### src/native_soc_defines.svh
`ifndef NATIVE_SOC_DEFINES_SVH
`define NATIVE_SOC_DEFINES_SVH

////////////////////
// bus geometry
////////////////////
`define NS_ADDR_W 32
`define NS_DATA_W 32
// byte lanes per word
`define NS_STRB_W 4

////////////////////
// slave memories
////////////////////
`define NS_N_SLAVES 4
// word address per bank, 1024 words
`define NS_BANK_ADDR_W 10

////////////////////
// reset control
////////////////////
// access here sets mem_sel and steps the soft reset
`define NS_CTRL_ADDR 32'hffff_fffc
// internal reset releases once the top bit sets
`define NS_POR_CNT_W 11
// length of the one-hot soft reset rotation
`define NS_SOFT_RST_W 5

`endif

### src/native_soc_pkg.sv
`default_nettype none

`include "native_soc_defines.svh"

package native_soc_pkg;

   ////////////////////
   // bus fields
   ////////////////////
   // byte address from the master
   typedef logic [`NS_ADDR_W-1:0] bus_addr_t;
   // one data word
   typedef logic [`NS_DATA_W-1:0] bus_data_t;
   // byte write enables, all zero for a read
   typedef logic [`NS_STRB_W-1:0] bus_strb_t;

   ////////////////////
   // decode fields
   ////////////////////
   // bank number, taken from the top address bits
   typedef logic [$clog2(`NS_N_SLAVES)-1:0] slave_idx_t;
   // word address inside one bank
   typedef logic [`NS_BANK_ADDR_W-1:0] bank_addr_t;

   ////////////////////
   // reset state
   ////////////////////
   typedef logic [`NS_POR_CNT_W-1:0] por_cnt_t;
   typedef logic [`NS_SOFT_RST_W-1:0] soft_rst_t;

endpackage

`default_nettype wire

### src/resp_mux.sv
`timescale 1ns/1ps
`default_nettype none

`include "native_soc_defines.svh"

module resp_mux
   import native_soc_pkg::*;
(
   input  slave_idx_t              slave_sel,
   input  bus_data_t               bank_rdata [`NS_N_SLAVES],
   input  logic [`NS_N_SLAVES-1:0] bank_ready,
   output bus_data_t               m_rdata,
   output logic                    m_ready
);

   ////////////////////
   // response select
   ////////////////////
   // address is held until ready, so the
   // live decode still points at the answering bank
   always_comb begin
      m_rdata = '0;
      m_ready = 1'b0;
      for (int k = 0; k < `NS_N_SLAVES; k++) begin
         if (slave_sel == slave_idx_t'(k)) begin
            m_rdata = bank_rdata[k];
            m_ready = bank_ready[k];
         end
      end
   end

endmodule

`default_nettype wire

### config.mk
export PLATFORM = sky130hd
export DESIGN_NAME = resp_mux
export DESIGN_NICKNAME = d
export VERILOG_FILES = /design/src/native_soc_pkg.sv /design/src/resp_mux.sv
export VERILOG_INCLUDE_DIRS = /design/src
export SDC_FILE = /design/constraint.sdc
export NUM_CORES = 1
export LEC_CHECK = 0
export BUFFER_PORTS_ARGS = -buffer_cell sky130_fd_sc_hd__buf_2
export CAP_MARGIN = 0
export CORE_AREA = 3 3 63 65
export DETAILED_ROUTE_END_ITERATION = 8
export DIE_AREA = 0 0 66 68
export PLACE_DENSITY = 0.73
export REMOVE_ABC_BUFFERS = 1
export SLEW_MARGIN = 5
export SYNTH_ARGS = -nofsm -noshare
export SYNTH_HDL_FRONTEND = slang
export SYNTH_SLANG_ARGS = --single-unit
### constraint.sdc
create_clock -name vclk -period 1.1
set_input_delay 0.055 -clock vclk [all_inputs]
set_output_delay 0.055 -clock vclk [all_outputs]
set_load 0.05 [all_outputs]
==> results.md <==
- The flow ran to the end, and the final reports show no timing, DRC or antenna violations.
- The total negative slack is 0 ns.
- The most numerous cell on the critical path is buf_12.
- The height of the die is 68 um.
- At the pin with the least slew margin, the transition time is 0.153 ns.
- Setup violations remaining at the end of the flow were counted as 0.
- The routability congestion estimate is 0.826.
- The clock buffers instantiated in the layout total 0.
- The first routing iteration left 49 violations.
- The post-route worst setup slack is 0.0144 ns.
- In this run the power spent charging and discharging nets is 709 uW.
- Measured on the finished design, the core utilization comes to 0.590.
- The final period demand of the worst path is 1.09 ns.
- Sorting the synthesized cells by area gives the leading types as mux4_2, mux4_1, buf_12.
- The aggregate routed wire length is 4.87 mm.
- The beginning of the critical path is slave_sel[0].
- The share of total power dissipated in combinational logic is 1.000.
- The design draws 1.35 mW.
- The type of the setup path with the least slack is primary input to output pin.
- The initial antenna violation count is 1.
- The horizontal die dimension is 66 um.
- The number of pins exceeding their max-slew limit in the final report came to 0.
- The final layout contains a sequential cell count of 0.
- The worst-case hold slack is 0.562 ns.
- The routed length per placed instance is 19.2 um.
- The via count is 1245.
- The capturing element type of the critical path is an output pin.
- The class of the most critical hold timing path is primary input to output pin.
- After detailed routing, the number of vias per cell comes to 4.92.
- Among all stages on the critical path, the largest delay is contributed by mux4_2.
- The routing usage on met3 is 0.0394.
- Of all cell types, the one taking the most synthesized area is mux4_2.
- The synthesized instance count is 41.
- The worst pin sits at a relative slew slack of 0.899.
- The static leakage is 1.01 nW.
- Post-CTS timing repair inserted 0 buffers for setup.
- The sequential fraction of the synthesis area is 0.
- The effective utilization at floorplan is 0.249.
- The global-route wire length before repair is 6.93 mm.
- The share of synthesized area in the top cell type comes to 0.800.
- The mean cell area of the mapped netlist is 20.6 um2.
- For this run, the slowest stage of the critical path takes 0.51 ns.
- The peak fanout along the critical path is 5.
- The startpoint type of the worst setup path is a primary input.
- The region available for standard cell placement spans 3390 um2.
- Counting the fill cells in the layout gives 301.
- The highest ir drop seen on vdd is 306 uV.
- The via count of the first global-routing pass came to 1402.
- The first detailed-routing pass took 4 iterations.
- The global route total overflow is 0.
- The cell area after synthesis is 845 um2.
- The post-synthesis cell type count is 6.
- The proportion of power drawn by the clock network is 0.
- The number of buffer cells added on primary ports is 167.
- The floorplan step defined a die boundary enclosing 4490 um2.
- The data required time at the worst endpoint is 1.04 ns.
- The final hold violation count is 0.
- The fraction of power spent switching nets is 0.525.
- The ratio of final minimum period to clock period is 0.987.
- The antenna diode count is 0.
- The maximum number of pins on one net before global-route repair is 19.
- Based on the critical path, the design can be clocked at up to 921 MHz.
- met2 is the most crowded layer.
- Timing analysis after detailed placement gives a worst setup slack of -0.135 ns.
- The share of cells above drive strength 1 is 1.00.
- The layout overhead on the synthesized area is 137%.
- By count the netlist is led by mux4_2, buf_12, buf_2, mux4_1.
- The Yosys step of the flow raised 0 warnings.
- The critical hold path startpoint is bank_rdata[55].
- The tool flagged a number of max-cap violations equal to 0.
- The flip-flop and latch area is 0 um2.
- The total internal power is 641 uW.
- The top-level I/O count is 167.
- The critical path arrival is 1.03 ns.
- The met1 routing resource usage after global routing is 0.233.
- In the global route stage, overall resource usage came out at 0.204.
- The number of placement rows is 21.
- Setup repair after global routing could not meet its margin everywhere.
- The most instantiated library cell after synthesis is mux4_2.
- The critical path goes through buf_12, buf_12, mux4_2, buf_4.
- After the last flow step, the layout net total stands at 343.
- The total power per unit cell area is 676 nW/um2.
- The remaining antenna violation count is 0.
- For met2 alone, demand over resource in global routing was 0.398.
- The sequential share of power is 0.
- The post-detailed-route DRC marker count is 0.
[cell usage in the layout (no fill, tap or decap)]
cell type	n
buf_6	23
buf_2	133
mux4_2	33
buf_4	8
buf_8	2
buf_12	5
buf_16	3
[final cells by class]
type / count / area, um2 / area share
multi-input cells: 33 / 743 / 0.372
repair buffers: 174 / 1200 / 0.599
well taps: 46 / 57.6 / 0.0288
[path summary, 6_finish.rpt]
kind	endpoint	cells after the start
worst max-delay path	m_rdata[29]	4
worst min-delay path	m_rdata[23]	3
[repair_timing]
action,CTS,global route
gates resized for setup,46,31
pin swaps,0,0
gates cloned,3,0
endpoints found under the setup margin,33,24
hold buffers,0,0
[critical path: cells and delay by family]
kind | cells | cell delay (ns)
muxes | 1 | 0.51
buffers and inverters | 3 | 0.46
[kinds of logic after synthesis]
kind of cell           synth area share
buffers and inverters             0.107
muxes                             0.893
[layer usage]
| layer | part of all wire | up-vias |
|---|---|---|
| li1 | - | 549 |
| met1 | 0.32 | 600 |
| met2 | 0.56 | 86 |
| met3 | 0.098 | 8 |
| met4 | 0.012 | 2 |
| met5 | 0.0027 | - |
[metrics by stage]
| step | std cells | area, um2 |
|---|---|---|
| after floorplan | 33 | 754 |
| after global placement | 250 | 1730 |
| after detailed placement | 250 | 1730 |
| after CTS | 253 | 1940 |
| after global routing | 253 | 2000 |
| final | 253 | 2000 |
[power by group through the flow]
stage | Clock (mW) | Sequential [mW] | Combinational (mW)
finish | 0 | 0 | 1.35
global route | 0 | 0 | 1.41
CTS | 0 | 0 | 1.29
detailed placement | 0 | 0 | 1.13
global placement | 0 | 0 | 1.11
floorplan | 0 | 0 | 0.691
Power figures use the tool's default switching activity.
