--- src/native_soc_defines.svh ---
`ifndef NATIVE_SOC_DEFINES_SVH
`define NATIVE_SOC_DEFINES_SVH

////////////////////
// bus geometry
////////////////////
`define NS_ADDR_W 32
`define NS_DATA_W 32
// byte lanes per word
`define NS_STRB_W 4

////////////////////
// slave memories
////////////////////
`define NS_N_SLAVES 4
// word address per bank, 1024 words
`define NS_BANK_ADDR_W 10

////////////////////
// reset control
////////////////////
// access here sets mem_sel and steps the soft reset
`define NS_CTRL_ADDR 32'hffff_fffc
// internal reset releases once the top bit sets
`define NS_POR_CNT_W 11
// length of the one-hot soft reset rotation
`define NS_SOFT_RST_W 5

`endif

--- src/native_soc_pkg.sv ---
`default_nettype none

`include "native_soc_defines.svh"

package native_soc_pkg;

   ////////////////////
   // bus fields
   ////////////////////
   // byte address from the master
   typedef logic [`NS_ADDR_W-1:0] bus_addr_t;
   // one data word
   typedef logic [`NS_DATA_W-1:0] bus_data_t;
   // byte write enables, all zero for a read
   typedef logic [`NS_STRB_W-1:0] bus_strb_t;

   ////////////////////
   // decode fields
   ////////////////////
   // bank number, taken from the top address bits
   typedef logic [$clog2(`NS_N_SLAVES)-1:0] slave_idx_t;
   // word address inside one bank
   typedef logic [`NS_BANK_ADDR_W-1:0] bank_addr_t;

   ////////////////////
   // reset state
   ////////////////////
   typedef logic [`NS_POR_CNT_W-1:0] por_cnt_t;
   typedef logic [`NS_SOFT_RST_W-1:0] soft_rst_t;

endpackage

`default_nettype wire

--- src/reset_ctrl.sv ---
`timescale 1ns/1ps
`default_nettype none

`include "native_soc_defines.svh"

module reset_ctrl
   import native_soc_pkg::*;
(
   input  logic      clk,
   input  logic      reset,
   input  logic      m_valid,
   input  bus_addr_t m_addr,
   output logic      resetn_int,
   output logic      mem_sel,
   output logic      cpu_resetn
);

   // rotation start value with only the top bit set
   localparam soft_rst_t SOFT_RST_INIT = {1'b1, {(`NS_SOFT_RST_W-1){1'b0}}};

   por_cnt_t  por_cnt;
   soft_rst_t soft_rst;
   logic      ctrl_hit;

   ////////////////////
   // power-on reset
   ////////////////////
   // counts up from the fall of reset
   // stops once the top bit sets 1024 edges later
   always_ff @(posedge clk or posedge reset) begin
      if (reset) begin
         por_cnt <= '0;
      end else if (!por_cnt[`NS_POR_CNT_W-1]) begin
         por_cnt <= por_cnt + por_cnt_t'(1);
      end
   end

   // internal reset released by the counter top bit
   assign resetn_int = por_cnt[`NS_POR_CNT_W-1];

   ////////////////////
   // soft reset
   ////////////////////
   // master is touching the control word
   assign ctrl_hit = m_valid && (m_addr == `NS_CTRL_ADDR);

   // held in start state until the system leaves reset
   always_ff @(posedge clk or posedge reset) begin
      if (reset) begin
         mem_sel  <= 1'b0;
         soft_rst <= SOFT_RST_INIT;
      end else if (!resetn_int) begin
         mem_sel  <= 1'b0;
         soft_rst <= SOFT_RST_INIT;
      end else if (ctrl_hit) begin
         // boot region remap is sticky
         mem_sel  <= 1'b1;
         // one place per cycle of held access
         // bit 0 reached after four edges
         soft_rst <= {soft_rst[0], soft_rst[`NS_SOFT_RST_W-1:1]};
      end else begin
         // rotation restarts once the access drops
         soft_rst <= SOFT_RST_INIT;
      end
   end

   ////////////////////
   // core reset
   ////////////////////
   // low during internal reset or while bit 0 is set
   assign cpu_resetn = resetn_int && !soft_rst[0];

endmodule

`default_nettype wire

--- config.mk ---
export PLATFORM = sky130hd
export DESIGN_NAME = reset_ctrl
export DESIGN_NICKNAME = d
export VERILOG_FILES = /design/src/native_soc_pkg.sv /design/src/reset_ctrl.sv
export VERILOG_INCLUDE_DIRS = /design/src
export SDC_FILE = /design/constraint.sdc
export NUM_CORES = 1
export LEC_CHECK = 0
export ABC_AREA = 0
export BUFFER_PORTS_ARGS = -buffer_cell sky130_fd_sc_hd__buf_2
export CAP_MARGIN = 40
export CORE_ASPECT_RATIO = 0.6
export CORE_MARGIN = 3
export CORE_UTILIZATION = 25
export DETAILED_ROUTE_END_ITERATION = 10
export GPL_ROUTABILITY_DRIVEN = 0
export MAX_ROUTING_LAYER = met4
export PLACE_DENSITY = 0.53
export SYNTH_ARGS = -nofsm -noshare
export SYNTH_HDL_FRONTEND = slang
export SYNTH_SLANG_ARGS = --single-unit
--- constraint.sdc ---
create_clock -name clk -period 2.17 [get_ports clk]
set_clock_uncertainty 0.15 [all_clocks]
set_input_delay 0.1085 -clock clk [delete_from_list [all_inputs] [get_ports clk]]
set_output_delay 0.1085 -clock clk [all_outputs]
set_load 0.02 [all_outputs]
==> results of run 1 <==
==> per-layer routing <==
metal  track usage, %  up-vias  wire length, um
met5                -        -                0
met4             2.62        0               14
met3             2.95        2              140
met2             12.9       31              660
met1             12.5      289              792
li1                 -      332                -
==> cells by family (layout without fill, tap and decap cells) <==
group	Yosys count	in the layout	share of synthesized area (%)
AND/OR/NAND/NOR	32	32	25.1
AO/OA/AOI/OAI	2	2	2.25
XOR/XNOR	9	9	10.1
multiplexers	1	1	1.45
adder cells (fa/ha/maj)	1	1	1.61
flip-flops	17	17	54.9
buffers and inverters	8	48	4.51
==> final cells by class <==
class / instances / area share (%)
Clock buffer: 3 / 3.89
Clock inverter: 1 / 0.707
Inverter: 5 / 1.77
Multi-Input combinational cell: 45 / 29.7
Sequential cell: 17 / 40.2
Tap cell: 40 / 4.71
Timing Repair Buffer: 39 / 19.1
==> where the power goes <==
group | internal [uW] | leakage, uW | switching (uW)
Sequential | 317 | 0.000220 | 0
Combinational | 24.3 | 0.000264 | 14.1
Clock | 129 | 0.0000217 | 109
==> worst min-delay path, cell delays in order <==
cell	delay, ns
sky130_fd_sc_hd__buf_2	0.09
sky130_fd_sc_hd__nand3_1	0.15
sky130_fd_sc_hd__nor4_1	0.08
==> cell usage after synthesis (all sizes together) <==
| master | n |
|---|---|
| nor4 | 4 |
| nor2 | 4 |
| ha | 1 |
| nand2 | 4 |
| xor2 | 4 |
| dfstp | 1 |
| and4 | 1 |
| nand4 | 8 |
| xnor2 | 5 |
| mux2 | 1 |
| o31ai | 1 |
| dfrtp | 16 |
| nand2b | 1 |
| nor3 | 1 |
| nand4b | 2 |
| or4 | 2 |
| and3b | 1 |
| buf | 3 |
| a41o | 1 |
| inv | 5 |
| nand3 | 1 |
| nand4bb | 1 |
| or3 | 1 |
| nor2b | 1 |
==> metrics by stage <==
stage	utilization, %	total power (uW)	cells
after floorplan	-	330	70
after global placement	37.0	360	145
after detailed placement	37.0	361	145
after CTS	39.1	604	150
after global routing	39.1	626	150
final	39.1	594	150
==> timing repair <==
item | CTS | global route
endpoints found under the hold margin | 16 | 0
hold buffers | 1 | 0
endpoints found under the setup margin | 0 | 0
==> worst max path at each step <==
stage                      startpoint  slack (ns)           to  cells after the start
final                     por_cnt[10]        0.54  soft_rst[4]                      3
after global routing      por_cnt[10]        0.45  soft_rst[4]                      3
after CTS                 por_cnt[10]        0.51  soft_rst[4]                      3
after detailed placement    m_addr[0]        0.54  soft_rst[4]                      4
after global placement      m_addr[0]        0.57  soft_rst[4]                      4
after floorplan           por_cnt[10]        0.34  soft_rst[4]                      5
==> state kept, by name (all words and copies together) (netlist names) <==
signal,flops
mem_sel,1
por_cnt,11
soft_rst,5
==> reports/results.md, run 1 <==
| Result | This run |
| --- | --- |
| Syn-to-layout area delta | 36.7% |
| Vias after detailed routing | 654 |
| DR iter-0 viols | 8 |
| Count of final setup violators | 0 |
| Clock Sink Count | 17 |
| Netlist cell types | 26 |
| Time the worst path needs with I/O delays and setup | 1.63 ns |
| Worst Hold Path Cells | 3 |
| Number of diodes | 0 |
| Kind of critical path | reg2reg |
| Fraction of post-synthesis cell area in the top cell type by area | 51.5% |
| Detailed Route WL | 1.61 mm |
| Post-Syn Instances | 70 |
| Period utilisation layout | 75.1% |
| Cell with the largest stage delay on the worst path | sky130_fd_sc_hd__or4_1 |
| Most frequent standard cell in the layout excluding fill and tap cells | sky130_fd_sc_hd__buf_2 |
| Power per unit of standard cell area | 559 nW/um2 |
| Setup TNS | 0 ns |
| Post-Syn Area per Cell | 11.1 um2 |
| Combined buffer and inverter count along the critical path | 0 |
| Worst vdd ir | 187 uV |
| Min-Delay Startpoint | m_addr[4] |
| Worst slew margin relative to its limit | 58.3% |
| Reported max-cap violation count | 0 |
| Starting Density | 28.6% |
| Wire length of the first global-routing pass | 2.67 mm |
| TritonCTS clock tree | done |
| Largest cells by area after synthesis | sky130_fd_sc_hd__dfrtp_1 52%, sky130_fd_sc_hd__nand4_1 6.4%, sky130_fd_sc_hd__xnor2_1 5.6% |
| Net count reported at finish | 147 |
| Vertical extent of the die | 49.2 um |
| Hold Slack | 0.0673 ns |
| Number of nets in the synthesized netlist | 106 |
| Core box area | 2720 um2 |
| Pre-CTS setup slack | 0.540 ns |
| CTS Buf Count | 3 |
| Register area share after synthesis | 54.9% |
| Endpoints failing hold | 0 |
| Endpoint of the lowest-slack register-to-register path | soft_rst[4] |
| Avg WL per Cell | 10.7 um |
| Most used cell along the critical path | sky130_fd_sc_hd__or4_1 |
| Number of fillers in the final layout | 277 |
| Area taken by flip-flops and latches | 427 um2 |
| Via density per instance | 4.36 |
| Data required time of the worst path | 2.19 ns |
| Class of the tightest hold or removal check | in2reg |
| Post-Synthesis Cell Area | 777 um2 |
| Peak clock frequency supported by timing | 614 MHz |
| Largest delay contributor family on the critical path | simple AND/OR/NAND/NOR gates |
| Cell Area, Placed | 1000 um2 |
| Clock transition at the registers of the reported paths | 0.07 ns |
| Flip-flop and latch count after synthesis | 17 |
| Commonest cells after routing, fill and taps aside | 37 x sky130_fd_sc_hd__buf_2, 16 x sky130_fd_sc_hd__dfrtp_1, 8 x sky130_fd_sc_hd__nand4_1, 5 x sky130_fd_sc_hd__xnor2_1, 5 x sky130_fd_sc_hd__inv_1 |
| Crit-path max FO | 6 |
| Die X-Extent | 78.0 um |
| Clock network latency to the later pin of the worst-skew pair | 0.25 ns |
| Number of post-CTS setup repair buffers | 0 |
| H-tree level count | 1 |
| Unrepaired setup endpoints after global routing | false |
| Antenna Nets Post-Route | 0 |
| Transition time of the tightest slew-check pin | 0.625 ns |
| HPWL after DPL | 1.31 mm |
| Data arrival time of the critical path | 1.65 ns |
| Slowest Stage Delay on Critical Path | 0.51 ns |
| Max-slew violation count | 0 |
| Port bufs | 37 |
| Gr usage total | 9.16% |
| Min setup slack post-route | 0.540 ns |
| Pre-Repair DR Iteration Count | 4 |
| I/O pin count | 38 |
| Pin count of the biggest net entering global routing | 18 |
| Cell Chain, Critical Path | nand4_1, or4_1, or4_1 |
| Clock tree root buffer cell | sky130_fd_sc_hd__clkbuf_8 |
| Setup slack of the worst register-to-register path | 0.54 ns |
| Die area | 3830 um2 |
| Vias in the first global route | 611 |
| Synth warn | 0 |
| Layout cells sized above 1 | 40.0% |
| Grt ovf | 0 |
| Count of cells along the worst register-to-register path | 3 |
| Longest Clk Path Bufs | 2 |
| Area of the multi-input gates | 315 um2 |
| Nature of the critical path startpoint | flip-flop |
| Detailed-route DRC error count | 0 |
| Synth area leader | sky130_fd_sc_hd__dfrtp_1 |
| Total of cells resized after clock tree synthesis | 0 |
| Worst reg2reg startpoint | por_cnt[10] |
| Cell Rows | 14 |
| Run status | finished, final reports clean |
| Antenna violations before repair | 0 |
| Worst setup EP type | flip-flop |
| Pleak | 0.000506 uW |
| Fin area | 1060 um2 |
| Hold worst-path end | soft_rst[2] |
No activity file was read; power rests on OpenSTA's default activity.
==> inputs of run 2 (changes only) <==
--- a/config.mk
+++ b/config.mk
@@ -6,7 +6,7 @@
 export SDC_FILE = /design/constraint.sdc
 export NUM_CORES = 1
 export LEC_CHECK = 0
-export ABC_AREA = 0
+export ABC_AREA = 1
 export BUFFER_PORTS_ARGS = -buffer_cell sky130_fd_sc_hd__buf_2
 export CAP_MARGIN = 40
 export CORE_ASPECT_RATIO = 0.6
@@ -15,7 +15,7 @@
 export DETAILED_ROUTE_END_ITERATION = 10
 export GPL_ROUTABILITY_DRIVEN = 0
 export MAX_ROUTING_LAYER = met4
-export PLACE_DENSITY = 0.53
+export PLACE_DENSITY = 0.54
 export SYNTH_ARGS = -nofsm -noshare
 export SYNTH_HDL_FRONTEND = slang
 export SYNTH_SLANG_ARGS = --single-unit
==> constraint.sdc (replaced) <==
create_clock -name clk -period 1.45 [get_ports clk]
set_clock_uncertainty 0.15 [all_clocks]
set_input_delay 0.0725 -clock clk [delete_from_list [all_inputs] [get_ports clk]]
set_output_delay 0.0725 -clock clk [all_outputs]
set_load 0.02 [all_outputs]
==> run 2 against run 1 <==
Net effect: clock-buffer cell count stayed put; register-to-register slack worse by 0.42 ns; area after synthesis is 7.9% higher; final area is 9.7% higher; flip-flop and latch count stayed put; sequential power is 50% higher; via count is 17% higher; largest cell class unchanged; highest routed layer is now met3.
==> reports/results.md, run 2 <==
| Result | This run | Change |
| --- | --- | --- |
| Post-Syn Area per Cell | 7.91 um2 | was 11.1 um2 |
| Port bufs | 37 | unchanged |
| Pre-CTS setup slack | 0.121 ns | was 0.540 ns |
| Wire length of the first global-routing pass | 3.20 mm | was 2.67 mm |
| Starting Density | 27.6% | was 28.6% |
| Uppermost layer routed | met3 | was met4 |
| Largest registers in the final layout | por_cnt (11), soft_rst (5), mem_sel (1) | unchanged |
| Register area share after synthesis | 50.9% | was 54.9% |
| Parity-gate share of the synthesized area counting xor and xnor cells | 6.27% | was 10.1% |
| Setup TNS | 0 ns | unchanged |
| Beginning of the critical path | por_cnt[10] | unchanged |
| Worst reg2reg startpoint | por_cnt[10] | unchanged |
| Endpoints failing hold | 0 | unchanged |
| Reported max-cap violation count | 0 | unchanged |
| Max-slew violation count | 0 | unchanged |
| Routed length on met1 | 940 um | was 792 um |
| Avg WL per Cell | 9.72 um | was 10.7 um |
| Fin area | 1160 um2 | was 1060 um2 |
| Largest cells by area after synthesis | sky130_fd_sc_hd__dfrtp_1 48%, sky130_fd_sc_hd__nand2_1 16%, sky130_fd_sc_hd__inv_1 7.2% | was sky130_fd_sc_hd__dfrtp_1 52%, sky130_fd_sc_hd__nand4_1 6.4%, sky130_fd_sc_hd__xnor2_1 5.6% |
| Synthesized-area fraction occupied by and/or/nand/nor cells | 33.1% | was 25.1% |
| Longest Clk Path Bufs | 2 | unchanged |
| Synth cell count leaders | 35 x sky130_fd_sc_hd__nand2_1, 16 x sky130_fd_sc_hd__dfrtp_1, 16 x sky130_fd_sc_hd__inv_1, 16 x sky130_fd_sc_hd__nor2_1 | was 16 x sky130_fd_sc_hd__dfrtp_1, 8 x sky130_fd_sc_hd__nand4_1, 5 x sky130_fd_sc_hd__inv_1, 5 x sky130_fd_sc_hd__xnor2_1 |
| Layout cells sized above 1 | 31.6% | was 40.0% |
| Flip-flop and latch count after synthesis | 17 | unchanged |
| Setup slack of the worst register-to-register path | 0.12 ns | was 0.54 ns |
| Synth area leader | sky130_fd_sc_hd__dfrtp_1 | unchanged |
| Area fraction in compound gates after synthesis | 0.597% | was 2.25% |
| Data required time of the worst path | 1.47 ns | was 2.19 ns |
| Number of diodes | 0 | unchanged |
| Run status | finished, final reports clean | unchanged |
| Period utilisation layout | 91.7% | was 75.1% |
| Clock network latency to the later pin of the worst-skew pair | 0.25 ns | about the same |
| Kind of critical path | reg2reg | unchanged |
| TritonCTS clock tree | done | unchanged |
| Power per unit of standard cell area | 771 nW/um2 | was 559 nW/um2 |
| Die X-Extent | 80.8 um | was 78.0 um |
| HPWL after DPL | 1.54 mm | was 1.31 mm |
| CTS Buf Count | 3 | unchanged |
| Detailed-route DRC error count | 0 | unchanged |
| Pre-Repair DR Iteration Count | 4 | unchanged |
| Dominant register cell in the synthesized netlist | sky130_fd_sc_hd__dfrtp_1 | unchanged |
| Via density per instance | 3.93 | was 4.36 |
| Routed length on met2 | 856 um | was 660 um |
| Number of nets in the synthesized netlist | 142 | was 106 |
| Endpoint of the lowest-slack register-to-register path | soft_rst[0] | was soft_rst[4] |
| Grt ovf | 0 | unchanged |
| Share of flip-flops with an asynchronous set or reset | 100% | unchanged |
| Synth warn | 0 | unchanged |
| Min setup slack post-route | 0.121 ns | was 0.540 ns |
| Register with the most flip-flops | por_cnt | unchanged |
| Wire length on met3 | 88 um | was 140 um |
| Time the worst path needs with I/O delays and setup | 1.33 ns | was 1.63 ns |
| Gr usage total | 10.5% | was 9.16% |
| Most frequent standard cell in the layout excluding fill and tap cells | sky130_fd_sc_hd__buf_2 | unchanged |
| Largest family of logic cells by synthesized area | simple AND/OR/NAND/NOR gates | unchanged |
| Post-Synthesis Cell Area | 838 um2 | was 777 um2 |
| Pleak | 0.000653 uW | was 0.000506 uW |
| Clock transition at the registers of the reported paths | 0.07 ns | about the same |
| Post-Synth Adder-Cell Area | 1.49% | was 1.61% |
| Nature of the critical path startpoint | flip-flop | unchanged |
| Unrepaired setup endpoints after global routing | false | unchanged |
| H-tree level count | 1 | unchanged |
| Antenna Nets Post-Route | 0 | unchanged |
| Syn-to-layout area delta | 39.0% | was 36.7% |
| Die area | 4110 um2 | was 3830 um2 |
| Worst slew margin relative to its limit | 84.6% | was 58.3% |
| Clock Sink Count | 17 | unchanged |
| Class of the tightest hold or removal check | in2reg | unchanged |
| Data arrival time of the critical path | 1.35 ns | was 1.65 ns |
| Peak clock frequency supported by timing | 752 MHz | was 614 MHz |
| Flip-flop count of the largest register after layout | 11 | unchanged |
| Fraction of post-synthesis cell area in the top cell type by area | 47.8% | was 51.5% |
| Crit-path max FO | 8 | was 6 |
| Worst vdd ir | 462 uV | was 187 uV |
| Most frequent cell after synthesis | sky130_fd_sc_hd__nand2_1 | was sky130_fd_sc_hd__dfrtp_1 |
| Vias in the first global route | 706 | was 611 |
| Critical Path Sink | soft_rst[0] | was soft_rst[4] |
| Post-Syn Instances | 106 | was 70 |
| Count of final setup violators | 0 | unchanged |
| Cell Area, Placed | 1100 um2 | was 1000 um2 |
| Vertical extent of the die | 50.9 um | was 49.2 um |
| Netlist cell types | 17 | was 26 |
| Net count reported at finish | 189 | was 147 |
| Vias after detailed routing | 763 | was 654 |
| Cell Rows | 15 | was 14 |
| Multiplexer share of the synthesized area | 0% | was 1.45% |
| Transition time of the tightest slew-check pin | 0.230 ns | was 0.625 ns |
| DR iter-0 viols | 24 | was 8 |
| Pin count of the biggest net entering global routing | 18 | unchanged |
| Count of cells along the worst register-to-register path | 5 | was 3 |
| Commonest cells after routing, fill and taps aside | 37 x sky130_fd_sc_hd__buf_2, 35 x sky130_fd_sc_hd__nand2_1, 16 x sky130_fd_sc_hd__nor2_1, 16 x sky130_fd_sc_hd__inv_1, 16 x sky130_fd_sc_hd__dfrtp_1 | was 37 x sky130_fd_sc_hd__buf_2, 16 x sky130_fd_sc_hd__dfrtp_1, 8 x sky130_fd_sc_hd__nand4_1, 5 x sky130_fd_sc_hd__xnor2_1, 5 x sky130_fd_sc_hd__inv_1 |
| Core box area | 3040 um2 | was 2720 um2 |
| Detailed Route WL | 1.89 mm | was 1.61 mm |
| Antenna violations before repair | 0 | unchanged |
| I/O pin count | 38 | unchanged |
| Post-synth EDFFs | 0 | unchanged |
| Clock tree root buffer cell | sky130_fd_sc_hd__clkbuf_8 | unchanged |
| Worst setup EP type | flip-flop | unchanged |
## run 2: changes by cell type after synthesis, sizes merged, moves of 2 or more
cell,before,now
inv,5,17
nand3b,0,3
xnor2,5,1
nand4b,2,0
nor2,4,17
buf,3,0
nand4,8,5
or4,2,0
nor4,4,0
nand2,4,35
## run 2: metrics by stage
| step | total power (uW) | utilization (%) | hold slack [ns] | instances |
|---|---|---|---|---|
| 2_1_floorplan | 501 | - | -0.152 | 106 |
| 3_3_place_gp | 549 | 36.1 | -0.0529 | 188 |
| 3_5_place_dp | 550 | 36.1 | -0.0560 | 188 |
| 4_1_cts | 909 | 38.3 | 0.00525 | 194 |
| 5_1_grt | 951 | 38.3 | 0.0365 | 194 |
| 6_report | 898 | 38.3 | 0.000882 | 194 |
## run 2: final cells by class
type,count,area [um2]
Multi-Input combinational cell,72,348
Clock buffer,3,41.3
Timing Repair Buffer,42,228
Fill cell,325,1880
Sequential cell,17,427
Clock inverter,1,5.00
Inverter,17,63.8
Tap cell,42,52.6
## run 2: routing by layer
layer  track usage (%)  vias to the layer above
li1                  -                      411
met5                 -                        -
met3              3.70                        0
met1              14.5                      336
met2              15.2                       16
met4              1.69                        0
## run 2: worst min-delay path by stage
stage | startpoint | to | cells after the start
final | m_addr[0] | soft_rst[4] | 5
after floorplan | reset | mem_sel | 1
after detailed placement | reset | por_cnt[4] | 3
after CTS | m_addr[31] | soft_rst[4] | 4
after global routing | m_addr[1] | soft_rst[4] | 4
after global placement | reset | por_cnt[4] | 3
## run 2: worst max-delay path, cell delays in order, from the launching register on
cell                      delay [ns]
sky130_fd_sc_hd__dfrtp_1        0.35
sky130_fd_sc_hd__inv_2          0.08
sky130_fd_sc_hd__or2_1          0.22
sky130_fd_sc_hd__nor2_2         0.14
sky130_fd_sc_hd__nand3_2        0.14
sky130_fd_sc_hd__nor2_1         0.16
## run 2: logic make-up (layout without fill, tap and decap cells)
| group | Yosys count | after routing |
|---|---|---|
| buf+inv | 17 | 63 |
| simple gates | 64 | 64 |
| fa+ha+maj | 1 | 1 |
| xor+xnor | 6 | 6 |
| compound gates | 1 | 1 |
| flops | 17 | 17 |
## run 2: what timing repair did
action / CTS / global route
gates resized for setup: 0 / 0
buffers inserted: 0 / 0
hold endpoints to repair: 18 / 0
hold buffers: 2 / 0
## run 2: report_power, final
group          leakage (uW)  internal [uW]  total [uW]  switching [uW]
clock network     0.0000255            191         353             162
logic              0.000408           42.4        70.3            27.9
registers          0.000220            474         474               0
==> inputs of run 3 (changes only) <==
--- a/config.mk
+++ b/config.mk
@@ -15,7 +15,8 @@
 export DETAILED_ROUTE_END_ITERATION = 10
 export GPL_ROUTABILITY_DRIVEN = 0
 export MAX_ROUTING_LAYER = met4
-export PLACE_DENSITY = 0.54
+export PLACE_DENSITY = 0.52
+export RECOVER_POWER = 25
 export SYNTH_ARGS = -nofsm -noshare
 export SYNTH_HDL_FRONTEND = slang
 export SYNTH_SLANG_ARGS = --single-unit
==> constraint.sdc (replaced) <==
create_clock -name clk -period 1.3 [get_ports clk]
set_clock_uncertainty 0.15 [all_clocks]
set_input_delay 0.065 -clock clk [delete_from_list [all_inputs] [get_ports clk]]
set_output_delay 0.065 -clock clk [all_outputs]
set_load 0.02 [all_outputs]
==> run 3 against run 2 <==
Net effect: core utilization up 3.5 points; sequential share of layout area down 2.9 points; die area unchanged; non-clock buffer count up 6; sequential power up 12%.
==> reports/results.md, run 3 (synthesized netlist as in run 2, its figures left out) <==
| Result | This run | Change |
| --- | --- | --- |
| Run status | finished, final reports clean | unchanged |
| Period utilisation layout | 97.2% | was 91.7% |
| Pre-CTS setup slack | -0.00267 ns | was 0.121 ns |
| Count of final setup violators | 0 | unchanged |
| Antenna violations before repair | 0 | unchanged |
| Clock tree root buffer cell | sky130_fd_sc_hd__clkbuf_8 | unchanged |
| Crit-path max FO | 7 | was 8 |
| Detailed Route WL | 2.04 mm | was 1.89 mm |
| Vertical extent of the die | 50.9 um | unchanged |
| Setup TNS | 0 ns | unchanged |
| Wire length of the first global-routing pass | 3.48 mm | was 3.20 mm |
| Min-Delay Startpoint | m_valid | was m_addr[0] |
| Worst reg2reg startpoint | por_cnt[10] | unchanged |
| Port bufs | 37 | unchanged |
| Most Used Layer, Global Route | met2 | unchanged |
| Transition time of the tightest slew-check pin | 0.422 ns | was 0.230 ns |
| Number of diodes | 0 | unchanged |
| Fraction of met3 tracks used by global routing | 3.17% | was 3.70% |
| Nature of the critical path startpoint | flip-flop | unchanged |
| Global routing usage on met1 | 15.8% | was 14.5% |
| Gr usage total | 11.4% | was 10.5% |
| Data required time of the worst path | 1.30 ns | was 1.47 ns |
| Worst setup EP type | flip-flop | unchanged |
| Max-slew violation count | 0 | unchanged |
| Starting Density | 27.6% | unchanged |
| Layout cells sized above 1 | 40.5% | was 31.6% |
| DR iter-0 viols | 45 | was 24 |
| Reported max-cap violation count | 0 | unchanged |
| Clock transition at the registers of the reported paths | 0.07 ns | about the same |
| Min setup slack post-route | 0.0359 ns | was 0.121 ns |
| H-tree level count | 1 | unchanged |
| Beginning of the critical path | por_cnt[10] | unchanged |
| Endpoints failing hold | 0 | unchanged |
| Worst vdd ir | 393 uV | was 462 uV |
| Hold Slack | 0.0208 ns | was 0.000882 ns |
| Antenna Nets Post-Route | 0 | unchanged |
| Peak clock frequency supported by timing | 791 MHz | was 752 MHz |
| Commonest cells after routing, fill and taps aside | 36 x sky130_fd_sc_hd__buf_2, 33 x sky130_fd_sc_hd__nand2_1, 15 x sky130_fd_sc_hd__inv_1, 14 x sky130_fd_sc_hd__dfrtp_1, 12 x sky130_fd_sc_hd__nor2_1 | was 37 x sky130_fd_sc_hd__buf_2, 35 x sky130_fd_sc_hd__nand2_1, 16 x sky130_fd_sc_hd__nor2_1, 16 x sky130_fd_sc_hd__inv_1, 16 x sky130_fd_sc_hd__dfrtp_1 |
| Avg WL per Cell | 10.2 um | was 9.72 um |
| Time the worst path needs with I/O delays and setup | 1.26 ns | was 1.33 ns |
| Pleak | 0.000679 uW | was 0.000653 uW |
| Most frequent standard cell in the layout excluding fill and tap cells | sky130_fd_sc_hd__buf_2 | unchanged |
| Met2 track demand over resource in global routing | 16.8% | was 15.2% |
| Vias after detailed routing | 791 | was 763 |
| Pre-Repair DR Iteration Count | 4 | unchanged |
| Worst slew margin relative to its limit | 71.9% | was 84.6% |
| TritonCTS clock tree | done | unchanged |
| Grt ovf | 0 | unchanged |
| Clock network latency to the later pin of the worst-skew pair | 0.25 ns | about the same |
| Net count reported at finish | 195 | was 189 |
| Unrepaired setup endpoints after global routing | true | was false |
| Longest Clk Path Bufs | 2 | unchanged |
| Data arrival time of the critical path | 1.26 ns | was 1.35 ns |
| Kind of critical path | reg2reg | unchanged |
| CTS Buf Count | 3 | unchanged |
| I/O pin count | 38 | unchanged |
| Power per unit of standard cell area | 790 nW/um2 | was 771 nW/um2 |
| Flip-flop count of the largest register after layout | 11 | unchanged |
| HPWL after DPL | 1.62 mm | was 1.54 mm |
| Detailed-route DRC error count | 0 | unchanged |
| Pin count of the biggest net entering global routing | 18 | unchanged |
| Die X-Extent | 80.8 um | unchanged |
| Vias in the first global route | 797 | was 706 |
| Largest registers in the final layout | por_cnt (11), soft_rst (5), mem_sel (1) | unchanged |
| Syn-to-layout area delta | 51.8% | was 39.0% |
| Register with the most flip-flops | por_cnt | unchanged |
| Core box area | 3040 um2 | unchanged |
| Die area | 4110 um2 | unchanged |
| Class of the tightest hold or removal check | in2reg | unchanged |
| Cell Rows | 15 | unchanged |
| Via density per instance | 3.96 | was 3.93 |
| Clock Sink Count | 17 | unchanged |
==> run 3: worst max-delay path, cell delays in order, from the launching register on <==
cell	delay (ns)
sky130_fd_sc_hd__dfrtp_2	0.42
sky130_fd_sc_hd__inv_4	0.09
sky130_fd_sc_hd__buf_6	0.09
sky130_fd_sc_hd__nand4_1	0.12
sky130_fd_sc_hd__inv_1	0.08
sky130_fd_sc_hd__nand2_1	0.06
sky130_fd_sc_hd__xor2_1	0.16
==> run 3: metal layers <==
layer  wire length, um  up-vias  share of wire [%]
met4                15        0               0.74
met5                 0        -                  0
li1                  -      424                  -
met1              1020      357                 50
met3                44        2                2.2
met2               958        8                 47
==> run 3: area by class of cell <==
| class | instances | area (um2) |
|---|---|---|
| multi-input combinational | 72 | 398 |
| inverter | 17 | 66.3 |
| tap | 42 | 52.6 |
| clock buffer | 3 | 41.3 |
| timing repair buffer | 48 | 280 |
| sequential | 17 | 429 |
| fill | 314 | 1770 |
| clock inverter | 1 | 5.00 |
==> run 3: per-stage QoR <==
stage               util (%)  cells  instance area (um2)  total power (uW)
finish                  41.9    200                 1270              1000
global route            41.9    200                 1270              1060
CTS                     39.8    197                 1210              1020
detailed placement      37.2    192                 1130               614
floorplan                  -    106                  842               559
global placement        37.2    192                 1130               612
==> run 3: final timing paths <==
check / cells past startpoint / end / slack, ns
max in group asynchronous: 4 / por_cnt[0] / 0.39
max reg2reg: 6 / por_cnt[8] / 0.04
max: 6 / por_cnt[8] / 0.04
min reg2reg: 2 / soft_rst[3] / 0.32
min in group asynchronous: 4 / por_cnt[3] / 0.28
min: 4 / soft_rst[4] / 0.02
==> run 3: timing repair <==
| item | in CTS | in global routing |
|---|---|---|
| setup buffers | 0 | 3 |
| hold endpoints to repair | 18 | 0 |
| setup endpoints to repair | 2 | 10 |
| pin swaps | 2 | 4 |
| gates resized for setup | 4 | 14 |
| hold buffers | 2 | 0 |
==> run 3: power by group <==
part / switching, uW / internal [uW] / total (uW)
registers: 0 / 529 / 529
clock network: 186 / 213 / 398
logic: 31.4 / 46.2 / 77.7
total: 217 / 788 / 1000
